==> src/duck_pkg.sv <==
// shared geometry, timing, color and type definitions that the duck-hunt core references by scope

package duck_pkg;

    // ------------------------------------------------------------
    // types
    // ------------------------------------------------------------
    typedef logic [11:0] pos_t;    // whole pixel coordinate
    typedef logic [35:0] pos_q_t;  // q12.24 coordinate
    typedef logic [9:0]  rnd_t;    // random launch number
    typedef logic [11:0] rgb_t;    // 4 bits per channel in r g b order
    typedef logic [7:0]  score_t;  // hit counter

    // duck flight states
    typedef enum logic [2:0] {
        IDLE       = 3'd0,
        SIDE       = 3'd1,
        UP_RIGHT   = 3'd2,
        UP_LEFT    = 3'd3,
        DOWN_RIGHT = 3'd4,
        DOWN_LEFT  = 3'd5
    } flight_t;

    // ------------------------------------------------------------
    // raster timing of the 1024x768 frame
    // ------------------------------------------------------------
    localparam int H_ACTIVE = 1024;  // visible pixels per line
    localparam int H_FP     = 24;    // front porch
    localparam int H_SYNC   = 136;   // sync pulse width
    localparam int H_TOTAL  = 1344;  // full line incl. back porch

    localparam int V_ACTIVE = 768;   // visible lines
    localparam int V_FP     = 3;
    localparam int V_SYNC   = 6;
    localparam int V_TOTAL  = 806;

    // ------------------------------------------------------------
    // playfield and duck geometry
    // ------------------------------------------------------------
    localparam int X_MAX       = 1024;  // right limit of the flight area
    localparam int DUCK_WIDTH  = 96;
    localparam int DUCK_HEIGHT = 32;
    localparam int GROUND      = 620;   // lowest y and also the rest row
    localparam int IDLE_X      = 512;   // rest column

    // default flight step in q12.24 units per clock
    localparam int DUCK_SPEED_DEF = 627;

    // misc
    localparam rnd_t LFSR_SEED = 10'h001;  // any nonzero value works
    localparam rgb_t DUCK_RGB  = 12'hA52;  // brownish duck
    localparam rgb_t SKY_RGB   = 12'h6CF;  // light blue background

endpackage

==> src/lfsr_gen.sv <==
// 10-bit fibonacci LFSR, feeds a fresh pseudo-random launch column to the duck FSM every clock
`timescale 1ns/100ps

module lfsr_gen (
    input  logic           clk,
    input  logic           rst,
    output duck_pkg::rnd_t rnd
);

    duck_pkg::rnd_t lfsr;
    logic           fb;  // feedback bit

    assign fb  = lfsr[9] ^ lfsr[6];  // x^10 + x^7 + 1, maximal length
    assign rnd = lfsr;

    always_ff @(posedge clk) begin : lfsr_blk
        if (rst) begin
            lfsr <= duck_pkg::LFSR_SEED;
        end else begin
            lfsr <= {lfsr[8:0], fb};  // shift left, feedback into bit 0
        end
    end

    // all-zero is the lock-up state of an xor LFSR
    // a nonzero seed and maximal taps must keep us out of it forever
    a_lfsr_nonzero : assert property (
        @(posedge clk) disable iff (rst)
        lfsr != '0
    ) else $error("lfsr reached the all-zero lock-up state");

endmodule

==> src/vga_timing.sv <==
// free-running raster counters with sync and blanking decode for the 1024x768 frame
`timescale 1ns/100ps

module vga_timing (
    input  logic           clk,
    input  logic           rst,
    output duck_pkg::pos_t hcount,
    output duck_pkg::pos_t vcount,
    output logic           hsync_raw,
    output logic           vsync_raw,
    output logic           blank
);

    logic h_last;  // last pixel of the line
    logic v_last;  // last line of the frame

    assign h_last = (hcount == duck_pkg::pos_t'(duck_pkg::H_TOTAL - 1));
    assign v_last = (vcount == duck_pkg::pos_t'(duck_pkg::V_TOTAL - 1));

    // ------------------------------------------------------------
    // counters
    // ------------------------------------------------------------
    always_ff @(posedge clk) begin : hcnt_blk
        if (rst) begin
            hcount <= '0;
        end else if (h_last) begin
            hcount <= '0;  // wrap at end of line
        end else begin
            hcount <= hcount + 1'b1;
        end
    end

    always_ff @(posedge clk) begin : vcnt_blk
        if (rst) begin
            vcount <= '0;
        end else if (h_last) begin  // one line per horizontal wrap
            if (v_last) begin
                vcount <= '0;
            end else begin
                vcount <= vcount + 1'b1;
            end
        end
    end

    // ------------------------------------------------------------
    // sync and blank decode, straight from the counts
    // ------------------------------------------------------------
    always_comb begin : decode_blk
        // active low sync pulses
        hsync_raw = !((hcount >= duck_pkg::H_ACTIVE + duck_pkg::H_FP) &&
                      (hcount <  duck_pkg::H_ACTIVE + duck_pkg::H_FP + duck_pkg::H_SYNC));
        vsync_raw = !((vcount >= duck_pkg::V_ACTIVE + duck_pkg::V_FP) &&
                      (vcount <  duck_pkg::V_ACTIVE + duck_pkg::V_FP + duck_pkg::V_SYNC));

        // high anywhere outside the visible area
        blank = (hcount >= duck_pkg::H_ACTIVE) || (vcount >= duck_pkg::V_ACTIVE);
    end

endmodule

==> src/duck_ctl.sv <==
// duck flight FSM, q12.24 position that bounces off the edges and the ground and rests on kill
`timescale 1ns/100ps

module duck_ctl #(
    parameter duck_pkg::pos_q_t speed = duck_pkg::DUCK_SPEED_DEF  // step per clock, q12.24
) (
    input  logic           clk,
    input  logic           rst,
    input  logic           game_enable,
    input  logic           kill,
    input  duck_pkg::rnd_t rnd,
    output duck_pkg::pos_t xpos,
    output duck_pkg::pos_t ypos
);

    duck_pkg::flight_t state, state_nxt;
    duck_pkg::pos_q_t  x_q, y_q;          // current position, q12.24
    duck_pkg::pos_q_t  x_q_nxt, y_q_nxt;
    duck_pkg::pos_t    x_whole, y_whole;  // integer part for the edge tests
    duck_pkg::pos_t    launch_col;

    assign x_whole = x_q[35:24];
    assign y_whole = y_q[35:24];

    // registered position, whole pixels only
    assign xpos = x_whole;
    assign ypos = y_whole;

    // keep the whole duck box inside the right edge at launch
    always_comb begin : launch_blk
        if (rnd >= duck_pkg::X_MAX - duck_pkg::DUCK_WIDTH) begin
            launch_col = duck_pkg::pos_t'(rnd) - duck_pkg::pos_t'(duck_pkg::DUCK_WIDTH);
        end else begin
            launch_col = duck_pkg::pos_t'(rnd);
        end
    end

    // ------------------------------------------------------------
    // next state
    // ------------------------------------------------------------
    always_comb begin : state_comb_blk
        state_nxt = state;
        case (state)
            duck_pkg::IDLE: begin
                if (game_enable) begin
                    state_nxt = duck_pkg::SIDE;
                end
            end
            duck_pkg::SIDE: begin  // pick a side from the launch column
                if (x_whole >= duck_pkg::X_MAX / 4) begin
                    state_nxt = duck_pkg::UP_LEFT;
                end else begin
                    state_nxt = duck_pkg::UP_RIGHT;
                end
            end
            // horizontal edges are tested first in every flight state
            duck_pkg::UP_RIGHT: begin
                if (x_whole >= duck_pkg::X_MAX - duck_pkg::DUCK_WIDTH) begin
                    state_nxt = duck_pkg::UP_LEFT;
                end else if (y_whole == 0) begin  // top of screen
                    state_nxt = duck_pkg::DOWN_RIGHT;
                end
            end
            duck_pkg::UP_LEFT: begin
                if (x_whole == 0) begin  // left edge
                    state_nxt = duck_pkg::UP_RIGHT;
                end else if (y_whole == 0) begin
                    state_nxt = duck_pkg::DOWN_LEFT;
                end
            end
            duck_pkg::DOWN_RIGHT: begin
                if (x_whole >= duck_pkg::X_MAX - duck_pkg::DUCK_WIDTH) begin
                    state_nxt = duck_pkg::DOWN_LEFT;
                end else if (y_whole >= duck_pkg::GROUND - duck_pkg::DUCK_HEIGHT) begin
                    state_nxt = duck_pkg::UP_RIGHT;  // bounce off the ground line
                end
            end
            duck_pkg::DOWN_LEFT: begin
                if (x_whole == 0) begin
                    state_nxt = duck_pkg::DOWN_RIGHT;
                end else if (y_whole >= duck_pkg::GROUND - duck_pkg::DUCK_HEIGHT) begin
                    state_nxt = duck_pkg::UP_LEFT;
                end
            end
            default: state_nxt = duck_pkg::IDLE;
        endcase

        // a shot duck goes straight back to rest
        if (kill) begin
            state_nxt = duck_pkg::IDLE;
        end
    end

    // ------------------------------------------------------------
    // next position, follows the state being entered
    // ------------------------------------------------------------
    always_comb begin : pos_comb_blk
        x_q_nxt = x_q;
        y_q_nxt = y_q;
        case (state_nxt)
            duck_pkg::IDLE: begin
                x_q_nxt = {duck_pkg::pos_t'(duck_pkg::IDLE_X), 24'd0};
                y_q_nxt = {duck_pkg::pos_t'(duck_pkg::GROUND), 24'd0};
            end
            duck_pkg::SIDE: begin  // rise just above the ground line
                x_q_nxt = {launch_col, 24'd0};
                y_q_nxt = {duck_pkg::pos_t'(duck_pkg::GROUND - duck_pkg::DUCK_HEIGHT), 24'd0};
            end
            duck_pkg::UP_RIGHT: begin
                x_q_nxt = x_q + speed;
                y_q_nxt = y_q - speed;
            end
            duck_pkg::UP_LEFT: begin
                x_q_nxt = x_q - speed;
                y_q_nxt = y_q - speed;
            end
            duck_pkg::DOWN_RIGHT: begin
                x_q_nxt = x_q + speed;
                y_q_nxt = y_q + speed;
            end
            duck_pkg::DOWN_LEFT: begin
                x_q_nxt = x_q - speed;
                y_q_nxt = y_q + speed;
            end
            default: ;
        endcase
    end

    always_ff @(posedge clk) begin : seq_blk
        if (rst) begin
            state <= duck_pkg::IDLE;
            x_q   <= {duck_pkg::pos_t'(duck_pkg::IDLE_X), 24'd0};
            y_q   <= {duck_pkg::pos_t'(duck_pkg::GROUND), 24'd0};
        end else begin
            state <= state_nxt;
            x_q   <= x_q_nxt;
            y_q   <= y_q_nxt;
        end
    end

    // the edge turns must catch the duck before it leaves the playfield
    a_x_in_range : assert property (
        @(posedge clk) disable iff (rst)
        (state != duck_pkg::IDLE) |-> (x_whole <= duck_pkg::X_MAX)
    ) else $error("duck x ran past the right limit: %0d", x_whole);

endmodule

==> src/duck_draw.sv <==
// pixel stage, paints the duck box over the sky and re-times the syncs to match the color
`timescale 1ns/100ps

module duck_draw (
    input  logic           clk,
    input  logic           rst,
    input  duck_pkg::pos_t hcount,
    input  duck_pkg::pos_t vcount,
    input  logic           hsync_raw,
    input  logic           vsync_raw,
    input  logic           blank,
    input  duck_pkg::pos_t xpos,
    input  duck_pkg::pos_t ypos,
    output logic           hsync,
    output logic           vsync,
    output duck_pkg::rgb_t rgb
);

    logic           in_duck;  // current pixel inside the duck box
    duck_pkg::rgb_t rgb_nxt;

    // half-open box, [xpos, xpos+w) by [ypos, ypos+h)
    assign in_duck = (hcount >= xpos) && (hcount < xpos + duck_pkg::DUCK_WIDTH) &&
                     (vcount >= ypos) && (vcount < ypos + duck_pkg::DUCK_HEIGHT);

    always_comb begin : color_blk
        if (blank) begin
            rgb_nxt = '0;  // black outside the visible area
        end else if (in_duck) begin
            rgb_nxt = duck_pkg::DUCK_RGB;
        end else begin
            rgb_nxt = duck_pkg::SKY_RGB;
        end
    end

    // ------------------------------------------------------------
    // output register, syncs delayed together with the color
    // ------------------------------------------------------------
    always_ff @(posedge clk) begin : out_blk
        if (rst) begin
            rgb   <= '0;
            hsync <= 1'b1;  // sync inactive
            vsync <= 1'b1;
        end else begin
            rgb   <= rgb_nxt;
            hsync <= hsync_raw;
            vsync <= vsync_raw;
        end
    end

endmodule

==> src/shot_judge.sv <==
// shot judging, checks a triggered aim point against the duck box and keeps the score
`timescale 1ns/100ps

module shot_judge (
    input  logic             clk,
    input  logic             rst,
    input  logic             trigger,
    input  duck_pkg::pos_t   aim_x,
    input  duck_pkg::pos_t   aim_y,
    input  duck_pkg::pos_t   xpos,
    input  duck_pkg::pos_t   ypos,
    output logic             hit,
    output logic             kill,
    output duck_pkg::score_t score
);

    logic on_target;  // aim inside the duck box
    logic flying;     // duck is off its rest row
    logic hit_nxt;

    // same half-open rule as the pixel stage
    assign on_target = (aim_x >= xpos) && (aim_x < xpos + duck_pkg::DUCK_WIDTH) &&
                       (aim_y >= ypos) && (aim_y < ypos + duck_pkg::DUCK_HEIGHT);

    assign flying = (ypos != duck_pkg::pos_t'(duck_pkg::GROUND));

    // a strobe right after a hit would still see the dying duck, so drop it
    assign hit_nxt = trigger && !hit && flying && on_target;

    // ------------------------------------------------------------
    // hit, kill and score registers
    // ------------------------------------------------------------
    always_ff @(posedge clk) begin : judge_blk
        if (rst) begin
            hit   <= 1'b0;
            kill  <= 1'b0;
            score <= '0;
        end else begin
            hit  <= hit_nxt;  // one clock pulse
            kill <= hit_nxt;  // sends the FSM back to rest
            if (hit_nxt && (score != '1)) begin
                score <= score + 1'b1;  // saturates at 255
            end
        end
    end

    // score moves only together with a decided hit
    a_score_on_hit : assert property (
        @(posedge clk) disable iff (rst)
        (score != $past(score)) |-> hit
    ) else $error("score changed without a hit");

endmodule

==> src/duck_top.sv <==
// duck-hunt core top level, chains random generator, raster timing, flight, drawing and judging
`timescale 1ns/100ps

module duck_top #(
    parameter duck_pkg::pos_q_t duck_speed = duck_pkg::DUCK_SPEED_DEF  // q12.24 step
) (
    input  logic             clk,
    input  logic             rst,
    input  logic             game_enable,
    input  logic             trigger,
    input  duck_pkg::pos_t   aim_x,
    input  duck_pkg::pos_t   aim_y,
    output logic             hsync,
    output logic             vsync,
    output duck_pkg::rgb_t   rgb,
    output duck_pkg::pos_t   xpos,
    output duck_pkg::pos_t   ypos,
    output logic             hit,
    output duck_pkg::score_t score
);

    duck_pkg::rnd_t rnd;
    duck_pkg::pos_t hcount, vcount;
    logic           hsync_raw, vsync_raw, blank;
    logic           kill;  // judge back to FSM

    lfsr_gen u_lfsr (
        .clk (clk),
        .rst (rst),
        .rnd (rnd)
    );

    vga_timing u_timing (
        .clk       (clk),
        .rst       (rst),
        .hcount    (hcount),
        .vcount    (vcount),
        .hsync_raw (hsync_raw),
        .vsync_raw (vsync_raw),
        .blank     (blank)
    );

    duck_ctl #(
        .speed (duck_speed)
    ) u_ctl (
        .clk         (clk),
        .rst         (rst),
        .game_enable (game_enable),
        .kill        (kill),
        .rnd         (rnd),
        .xpos        (xpos),
        .ypos        (ypos)
    );

    duck_draw u_draw (
        .clk       (clk),
        .rst       (rst),
        .hcount    (hcount),
        .vcount    (vcount),
        .hsync_raw (hsync_raw),
        .vsync_raw (vsync_raw),
        .blank     (blank),
        .xpos      (xpos),
        .ypos      (ypos),
        .hsync     (hsync),
        .vsync     (vsync),
        .rgb       (rgb)
    );

    shot_judge u_judge (
        .clk     (clk),
        .rst     (rst),
        .trigger (trigger),
        .aim_x   (aim_x),
        .aim_y   (aim_y),
        .xpos    (xpos),
        .ypos    (ypos),
        .hit     (hit),
        .kill    (kill),
        .score   (score)
    );

endmodule

==> config.mk <==
export PLATFORM = sky130hd
export DESIGN_NAME = duck_top
export DESIGN_NICKNAME = d
export VERILOG_FILES = /design/src/duck_pkg.sv /design/src/lfsr_gen.sv /design/src/vga_timing.sv /design/src/duck_ctl.sv /design/src/duck_draw.sv /design/src/shot_judge.sv /design/src/duck_top.sv
export SDC_FILE = /design/constraint.sdc
export NUM_CORES = 1
export LEC_CHECK = 0
export BUFFER_PORTS_ARGS = -buffer_cell sky130_fd_sc_hd__buf_2
export CORE_MARGIN = 3
export CORE_UTILIZATION = 56
export DETAILED_ROUTE_END_ITERATION = 10
export GPL_TIMING_DRIVEN = 0
export MAX_ROUTING_LAYER = met4
export PLACE_DENSITY = 0.78
export SLEW_MARGIN = 25
export SYNTH_ARGS = -nofsm -noshare
export SYNTH_HDL_FRONTEND = slang
export SYNTH_HIERARCHICAL = 1
export SYNTH_SLANG_ARGS = --single-unit
==> constraint.sdc <==
create_clock -name clk -period 5.26 [get_ports clk]
set_input_delay 0.526 -clock clk [delete_from_list [all_inputs] [get_ports clk]]
set_output_delay 0.526 -clock clk [all_outputs]
set_load 0.05 [all_outputs]
### After elaboration in Yosys (flattened, before gate mapping)

Cells that the tools add are included.

| word-level totals | value |
|---|---|
| input port bits | 28 |
| memories | 0 |
| register bits | 132 |
| bits in latches | 0 |
| output and inout port bits | 47 |
| bits in writable memories | 0 |
| ROM bits | 0 |
| logic and storage cells | 99 |

| cells by class | value |
|---|---|
| add/sub/neg operators | 10 |
| equal/unequal tests | 14 |
| divide/modulo/power cells | 0 |
| shifts and indexed selects | 0 |
| magnitude comparators | 18 |
| bitwise operators | 1 |
| reductions and logical operators | 28 |
| multipliers | 0 |
| multiplexer cells | 17 |

Operators with widths:

| kind | number |
|---|---|
| $pmux W36 S4 | 2 |
| $lt A12 B32 Y1 | 4 |
| $add A36 B10 Y36 const B | 2 |
| $sub A36 B10 Y36 const B | 2 |
| $ge A12 B10 Y1 const B | 4 |
| $ge A12 B12 Y1 | 4 |
| $mux W12 | 3 |
| $mux W3 | 10 |
| $add A12 B1 Y12 const B | 2 |
| $ge A12 B11 Y1 const B | 2 |
| $logic_not A12 Y1 | 2 |
| $pmux W3 S6 | 1 |
| $add A12 B6 Y13 const B | 1 |
| $add A12 B7 Y13 const B | 1 |
| $eq A12 B10 Y1 const B | 1 |
| $eq A12 B11 Y1 const B | 1 |
| $eq A3 B2 Y1 const B | 4 |
| $eq A3 B3 Y1 const B | 4 |
| $ge A12 B9 Y1 const B | 1 |
| $logic_and A1 B1 Y1 | 12 |
| $lt A12 B10 Y1 const B | 1 |
| $lt A12 B11 Y1 const B | 1 |
| $ne A12 B10 Y1 const B | 1 |
| $reduce_or A2 Y1 | 6 |
| 11 further kinds | 16 |

### Depth between registers and ports, before layout

| logic depth | value |
|---|---|
| word-level depth | 8 |
| depth in mapped cells | 18 |
| gate-level depth less buffers | 17 |

### Modules after synthesis

Netlist, hierarchy kept.

Modules (own cells, without submodules):

| module | times used | area each (sq um) | cells each | sequential area each (sq um) |
|---|---|---|---|---|
| duck_ctl | 1 | 5,828.1 | 712 | 1,501.4 |
| shot_judge | 1 | 1,712.9 | 211 | 180.2 |
| duck_draw | 1 | 1,350.0 | 174 | 100.1 |
| vga_timing | 1 | 1,249.9 | 147 | 480.5 |
| lfsr_gen | 1 | 271.5 | 21 | 200.2 |

### Worst setup path before layout

No wires, ideal clock.

| path | value |
|---|---|
| kind | flip-flop to flip-flop |
| start point | reg u_ctl.x_q[32] |
| end point | reg u_ctl.y_q[35] |
| setup slack | 0.283 ns |
| period minus slack after synthesis | 4.977 ns |
| arrival | 4.853 ns |
| required time | 5.135 ns |
| buffers on the path | 0 |
| library setup time | 0.125 ns |
| stages on the path, launching flop included | 17 |
| path through | dfxtp_1 > nor4_2 > nand3_1 > a21o_1 > nor4b_4 > a21oi_1 > inv_1 > ha_1 > and3_1 > nand2_1 > a21oi_1 > o211ai_1 > a211o_1 > a31oi_2 > a41o_1 > a2111o_1 > nand3_1 |

| on the way | value |
|---|---|
| word-level cells in the longest chain between the ends | 7 |
| elaborated cells on any way between the ends | 20 |
| classes of those cells | order compare: 2; eq/ne: 5; mux: 8; reduce/logical: 5 |

RTL lines:

| element | RTL line | RTL |
|---|---|---|
| start: declaration | duck_ctl.sv:17 | `duck_pkg::pos_q_t x_q, y_q;` |
| start signal: assignment | duck_ctl.sv:132 | `x_q <= {duck_pkg::pos_t'(duck_pkg::IDLE_X), 24'd0};` |
| start signal: assignment | duck_ctl.sv:136 | `x_q <= x_q_nxt;` |
| $ge A12 B10 Y1, or another cell as far along | duck_ctl.sv:58, duck_ctl.sv:72 |  |
| $mux W3, or another cell as far along | duck_ctl.sv:72 | `if (x_whole >= duck_pkg::X_MAX - duck_pkg::DUCK_WIDTH) begin` |
| $pmux W3 S6 * | duck_ctl.sv:43 | `case (state)` |
| $mux W3 * | duck_ctl.sv:89 | `if (kill) begin` |
| $eq A3 B3 Y1 / $eq A3 B2 Y1 (equally long branches) | duck_ctl.sv:100 | `case (state_nxt)` |
| $reduce_or A2 Y1 (no line) | n/a |  |
| $pmux W36 S4 / $reduce_bool A4 Y1 (equally long branches) | n/a |  |
| end signal: assignment | duck_ctl.sv:133 | `y_q <= {duck_pkg::pos_t'(duck_pkg::GROUND), 24'd0};` |
| end signal: assignment | duck_ctl.sv:137 | `y_q <= y_q_nxt;` |
| end: declaration | duck_ctl.sv:17 |  |

Every way passes the cells marked *; elsewhere a longest branch is shown, timed or not.
A chain may end at the register's enable or synchronous reset.

### Final worst setup path

| path | value |
|---|---|
| start point | reg u_ctl.x_q[26] |
| end point | reg u_ctl.x_q[32] |

| on the way | value |
|---|---|
| word-level cells in the longest chain between the ends | 7 |
| elaborated cells on any way between the ends | 22 |
| classes of those cells | add/sub: 2; order compare: 2; eq/ne: 5; mux: 8; reduce/logical: 5 |

RTL lines:

| element | RTL line |
|---|---|
| $ge A12 B10 Y1, or another cell as far along | duck_ctl.sv:58, duck_ctl.sv:72 |
| $mux W3, or another cell as far along | duck_ctl.sv:72 |
| $pmux W3 S6 | duck_ctl.sv:43 |
| $mux W3 | duck_ctl.sv:89 |
| $eq A3 B2 Y1 / $eq A3 B3 Y1 (equally long branches) | duck_ctl.sv:100 |
| $reduce_or A2 Y1 (no line) | n/a |
| $pmux W36 S4 / $reduce_bool A4 Y1 (equally long branches) | n/a |

Several ways; a longest one is shown, not always the timed one.

==> metrics.md <==
| Metric | Value |
|---|---|
| Number of core rows | 49 |
| Diode count | 0 |
| Post-route worst hold slack | 445 ps |
| HPWL after DPL | 18.2 mm |
| Element type at the critical path end | flop |
| DR WL/cell | 15.3 um |
| Maxcap violations | 0 |
| Slew margin rel. | 0.573 |
| Via Count | 9524 |
| Xor and xnor area share after synthesis | 0.0639 |
| Biggest fanout along the worst timing path | 15 |
| Min setup slack post-route | 410 ps |
| Layout Skew | 10.2 ps |
| Combinational share of power | 0.510 |
| Total setup violations reported at the end of the flow | 0 |
| Count of yosys warnings during synthesis | 6 |
| CP max stage cell | sky130_fd_sc_hd__nor4_1 |
| Remaining design rule violation count | 0 |
| Fraction of the core area covered by cells at the end of the flow | 0.648 |
| Master cell of the clock root buffer | sky130_fd_sc_hd__clkbuf_16 |
| Nets | 1547 |
| Cells after synthesis | 1265 |
| Max-slew violation count | 0 |
| Antenna violations before repair | 0 |
| Antenna Violating Nets Remaining | 0 |
| Core area | 18100 um2 |
| Multiplexer share of the synthesized area | 0.00288 |
| Worst VDD drop | 0.000267 V |
| Drt initial violations | 512 |
| Reg2Reg Depth | 18 |
| P_leak | 5.14 nW |
| Final hold violation count | 0 |
| Final period demand of the worst path | 4850 ps |
| Aggregate negative setup slack | 0 ps |
| DIE WIDTH | 142 um |
| Cell Area, Synth | 10400 um2 |
| Critical path data required time | 5620 ps |
| IO Count | 75 |
| Global-route wire length before repair | 40.8 mm |
| CTS tree | yes |
| Post-CTS clock slew at the launch and capture registers of the worst setup and hold paths | 50 ps |
| Wire length reported by the detailed router | 24.5 mm |
| Last weighted congestion value of the routability-driven placer | 0.915 |
| Fraction of final layout cells sized beyond drive strength 1 | 0.149 |
| WP data arrival | 5210 ps |
| Number of vias per cell after detailed routing | 5.94 |
| Pin count of the biggest net entering global routing | 23 |
| Adder-Cell Fraction of Synth Area | 0.190 |
| Worst min-delay path class | reg2reg |
| Yosys top cell by area | sky130_fd_sc_hd__dfxtp_1 |
| Share of synthesized cell area in and, or, nand and nor gates | 0.224 |
| Count of hold buffers inserted by post-cts repair | 0 |
| Global route overflow | 0 |
| Die Area | 20300 um2 |
| Power Dens Cells | 396 nW/um2 |
| Unrepaired setup endpoints after global routing | false |
| Largest incremental delay on the critical path | 490 ps |
| Worst setup SP type | flop |
| Distinct cell type count of the synthesized netlist | 99 |
| Quantity of I/O buffers inserted on ports | 72 |
| Actual slew at the worst max-slew pin | 641 ps |
| Mean post-synth cell area | 8.23 um2 |
| F_max | 206 MHz |
| Post-Place Setup Slack | -150 ps |
| Clock net sink count | 123 |
| Post-synthesis async set-or-reset flop share | 0 |
| Run status | complete, no violations |
| Share of total power in the clock network | 0.244 |
| Die height | 142 um |
| Most used flip-flop cell after synthesis | sky130_fd_sc_hd__dfxtp_1 |
| Number of buffers created by CTS | 17 |
| Max Root-Sink Buffers | 2 |
| Initial Util | 0.576 |
| Cell internal power dissipation | 2.74 mW |
| Insertion delay of the later-clocked pin in the worst-skew pair | 420 ps |
| Period utilization | 0.922 |
| Iteration count of the initial detailed-routing pass | 5 |
| Main combinational cell family by area after synthesis | simple AND/OR/NAND/NOR gates |
| Post-synthesis sequential element count | 123 |
| CP Cell Sequence | nor4_1 -> nand3_1 -> a21o_1 -> nor4b_4 -> nor3_2 -> nand2b_4 -> clkinvlp_4 -> buf_4 -> ha_1 -> o21ai_0 -> nor2_1 -> o211ai_2 -> a31oi_1 -> a2111oi_4 -> o31ai_2 -> a31oi_1 -> or4b_1 -> nand3_1 |
| Instance count along the most critical hold path | 1 |
| Sequential share of power | 0.245 |
| Complex-gate fraction of the synthesized area | 0.219 |
| Fraction of power spent switching nets | 0.410 |
| Largest cells by area after synthesis | sky130_fd_sc_hd__dfxtp_1, sky130_fd_sc_hd__ha_1, sky130_fd_sc_hd__a21oi_1 |
| Signed area change from the synthesized netlist to the final layout | 12.5% |
| Classification of the worst setup path | reg2reg |
| Number of global-route vias before repair | 8801 |
| Share of synthesized area occupied by flip-flops and latches | 0.236 |
| H-Tree Level Count | 4 |
| Area share of the leading cell type in the synthesized netlist | 0.236 |
| Total Routing Usage GR | 0.248 |
| Switch Pwr | 1.90 mW |
| Count of flip-flops with a built-in enable after synthesis | 0 |
==> through the flow <==
step,total power [mW],instances,instance area (um2)
2_1_floorplan,3.01,1266,10400
3_3_place_gp,3.39,1567,11100
3_5_place_dp,3.45,1568,11100
4_1_cts,4.64,1603,11700
5_1_grt,4.99,1603,11700
6_report,4.64,1603,11700
==> cells by family after synthesis <==
logic type,after synthesis
AOI/OAI and AO/OA,348
DFF,123
buffers and inverters,133
other,1
xor gates and xnor gates,76
muxes,3
adders and majority gates,157
and+or+nand+nor,424
==> final timing paths <==
check                        startpoint                         end  slack (ps)
min reg2reg   u_ctl/y_q[0]$_SDFFE_PP0P_   u_ctl/y_q[0]$_SDFFE_PP0P_         450
max reg2reg  u_ctl/x_q[26]$_SDFFE_PP0P_  u_ctl/x_q[32]$_SDFFE_PP0P_         410
min           u_ctl/y_q[0]$_SDFFE_PP0P_   u_ctl/y_q[0]$_SDFFE_PP0P_         450
max          u_ctl/x_q[26]$_SDFFE_PP0P_  u_ctl/x_q[32]$_SDFFE_PP0P_         410
==> sequential cells by signal, indices dropped and copies added, names as in the netlist <==
signal	flops
u_ctl/x_q	36
u_ctl/y_q	36
u_timing/hcount	12
u_timing/vcount	12
u_lfsr/rnd	10
u_judge/score	8
u_ctl/state	3
u_draw/rgb	3
u_draw/hsync	1
u_draw/vsync	1
u_judge/kill	1
==> cell type report <==
type	instances	area (um2)
multi-input combinational	1010	7340
fill	1545	6370
sequential	123	2460
clock buffer	24	472
timing repair buffer	76	398
buffer	56	372
inverter	77	293
tap	229	287
clock inverter	7	91.3
timing repair inverter	1	7.51
==> synthesized netlist by cell type, types with 12 or more instances <==
cell / number
sky130_fd_sc_hd__a211oi_1: 19
sky130_fd_sc_hd__a21o_1: 35
sky130_fd_sc_hd__a21oi_1: 110
sky130_fd_sc_hd__a31oi_1: 12
sky130_fd_sc_hd__and3_1: 15
sky130_fd_sc_hd__buf_4: 36
sky130_fd_sc_hd__dfxtp_1: 123
sky130_fd_sc_hd__ha_1: 155
sky130_fd_sc_hd__inv_1: 75
sky130_fd_sc_hd__nand2_1: 67
sky130_fd_sc_hd__nand2b_1: 12
sky130_fd_sc_hd__nand3_1: 48
sky130_fd_sc_hd__nand4_1: 25
sky130_fd_sc_hd__nor2_1: 113
sky130_fd_sc_hd__nor2b_1: 26
sky130_fd_sc_hd__nor3_1: 26
sky130_fd_sc_hd__nor4_1: 12
sky130_fd_sc_hd__o211ai_1: 12
sky130_fd_sc_hd__o21a_1: 16
sky130_fd_sc_hd__o21ai_0: 61
sky130_fd_sc_hd__or3_1: 15
sky130_fd_sc_hd__xnor2_1: 48
sky130_fd_sc_hd__xor2_1: 28
==> critical path, delay by kind of cell, from the launching register on <==
kind / cells / cell delay, ps
adders and majority gates: 1 / 390
AOI/OAI and AO/OA: 7 / 1440
DFF: 1 / 330
buffers and inverters: 2 / 310
and+or+nand+nor: 8 / 2300
==> repair_timing <==
| item | 4_1_cts | 5_1_grt |
|---|---|---|
| setup buffers | 3 | 0 |
| endpoints found under the setup margin | 5 | 12 |
| gates cloned | 1 | 0 |
| resized for setup | 2 | 5 |
==> placed cells by master, fill, tap and decap left out, types with 48 or more instances in the layout <==
master	n
sky130_fd_sc_hd__o21ai_0	61
sky130_fd_sc_hd__dfxtp_1	123
sky130_fd_sc_hd__nand3_1	48
sky130_fd_sc_hd__ha_1	155
sky130_fd_sc_hd__inv_1	74
sky130_fd_sc_hd__nand2_1	67
sky130_fd_sc_hd__a21oi_1	109
sky130_fd_sc_hd__buf_2	82
sky130_fd_sc_hd__xnor2_1	48
sky130_fd_sc_hd__nor2_1	113
==> power by group through the flow <==
stage,logic (mW),clock network (mW),registers (mW)
finish,2.37,1.13,1.14
global placement,2.24,0,1.15
CTS,2.34,1.16,1.14
detailed placement,2.29,0,1.16
global route,2.64,1.20,1.15
floorplan,1.87,0,1.14
==> layer usage <==
layer  up-vias  wire (um)  GRT usage
li1       4831          -          -
met1      4472      11400      0.310
met2       187      11600      0.405
met3        34        950     0.0410
met4         0        610     0.0865
met5         -          0          -
Power figures use the tool's default switching activity.
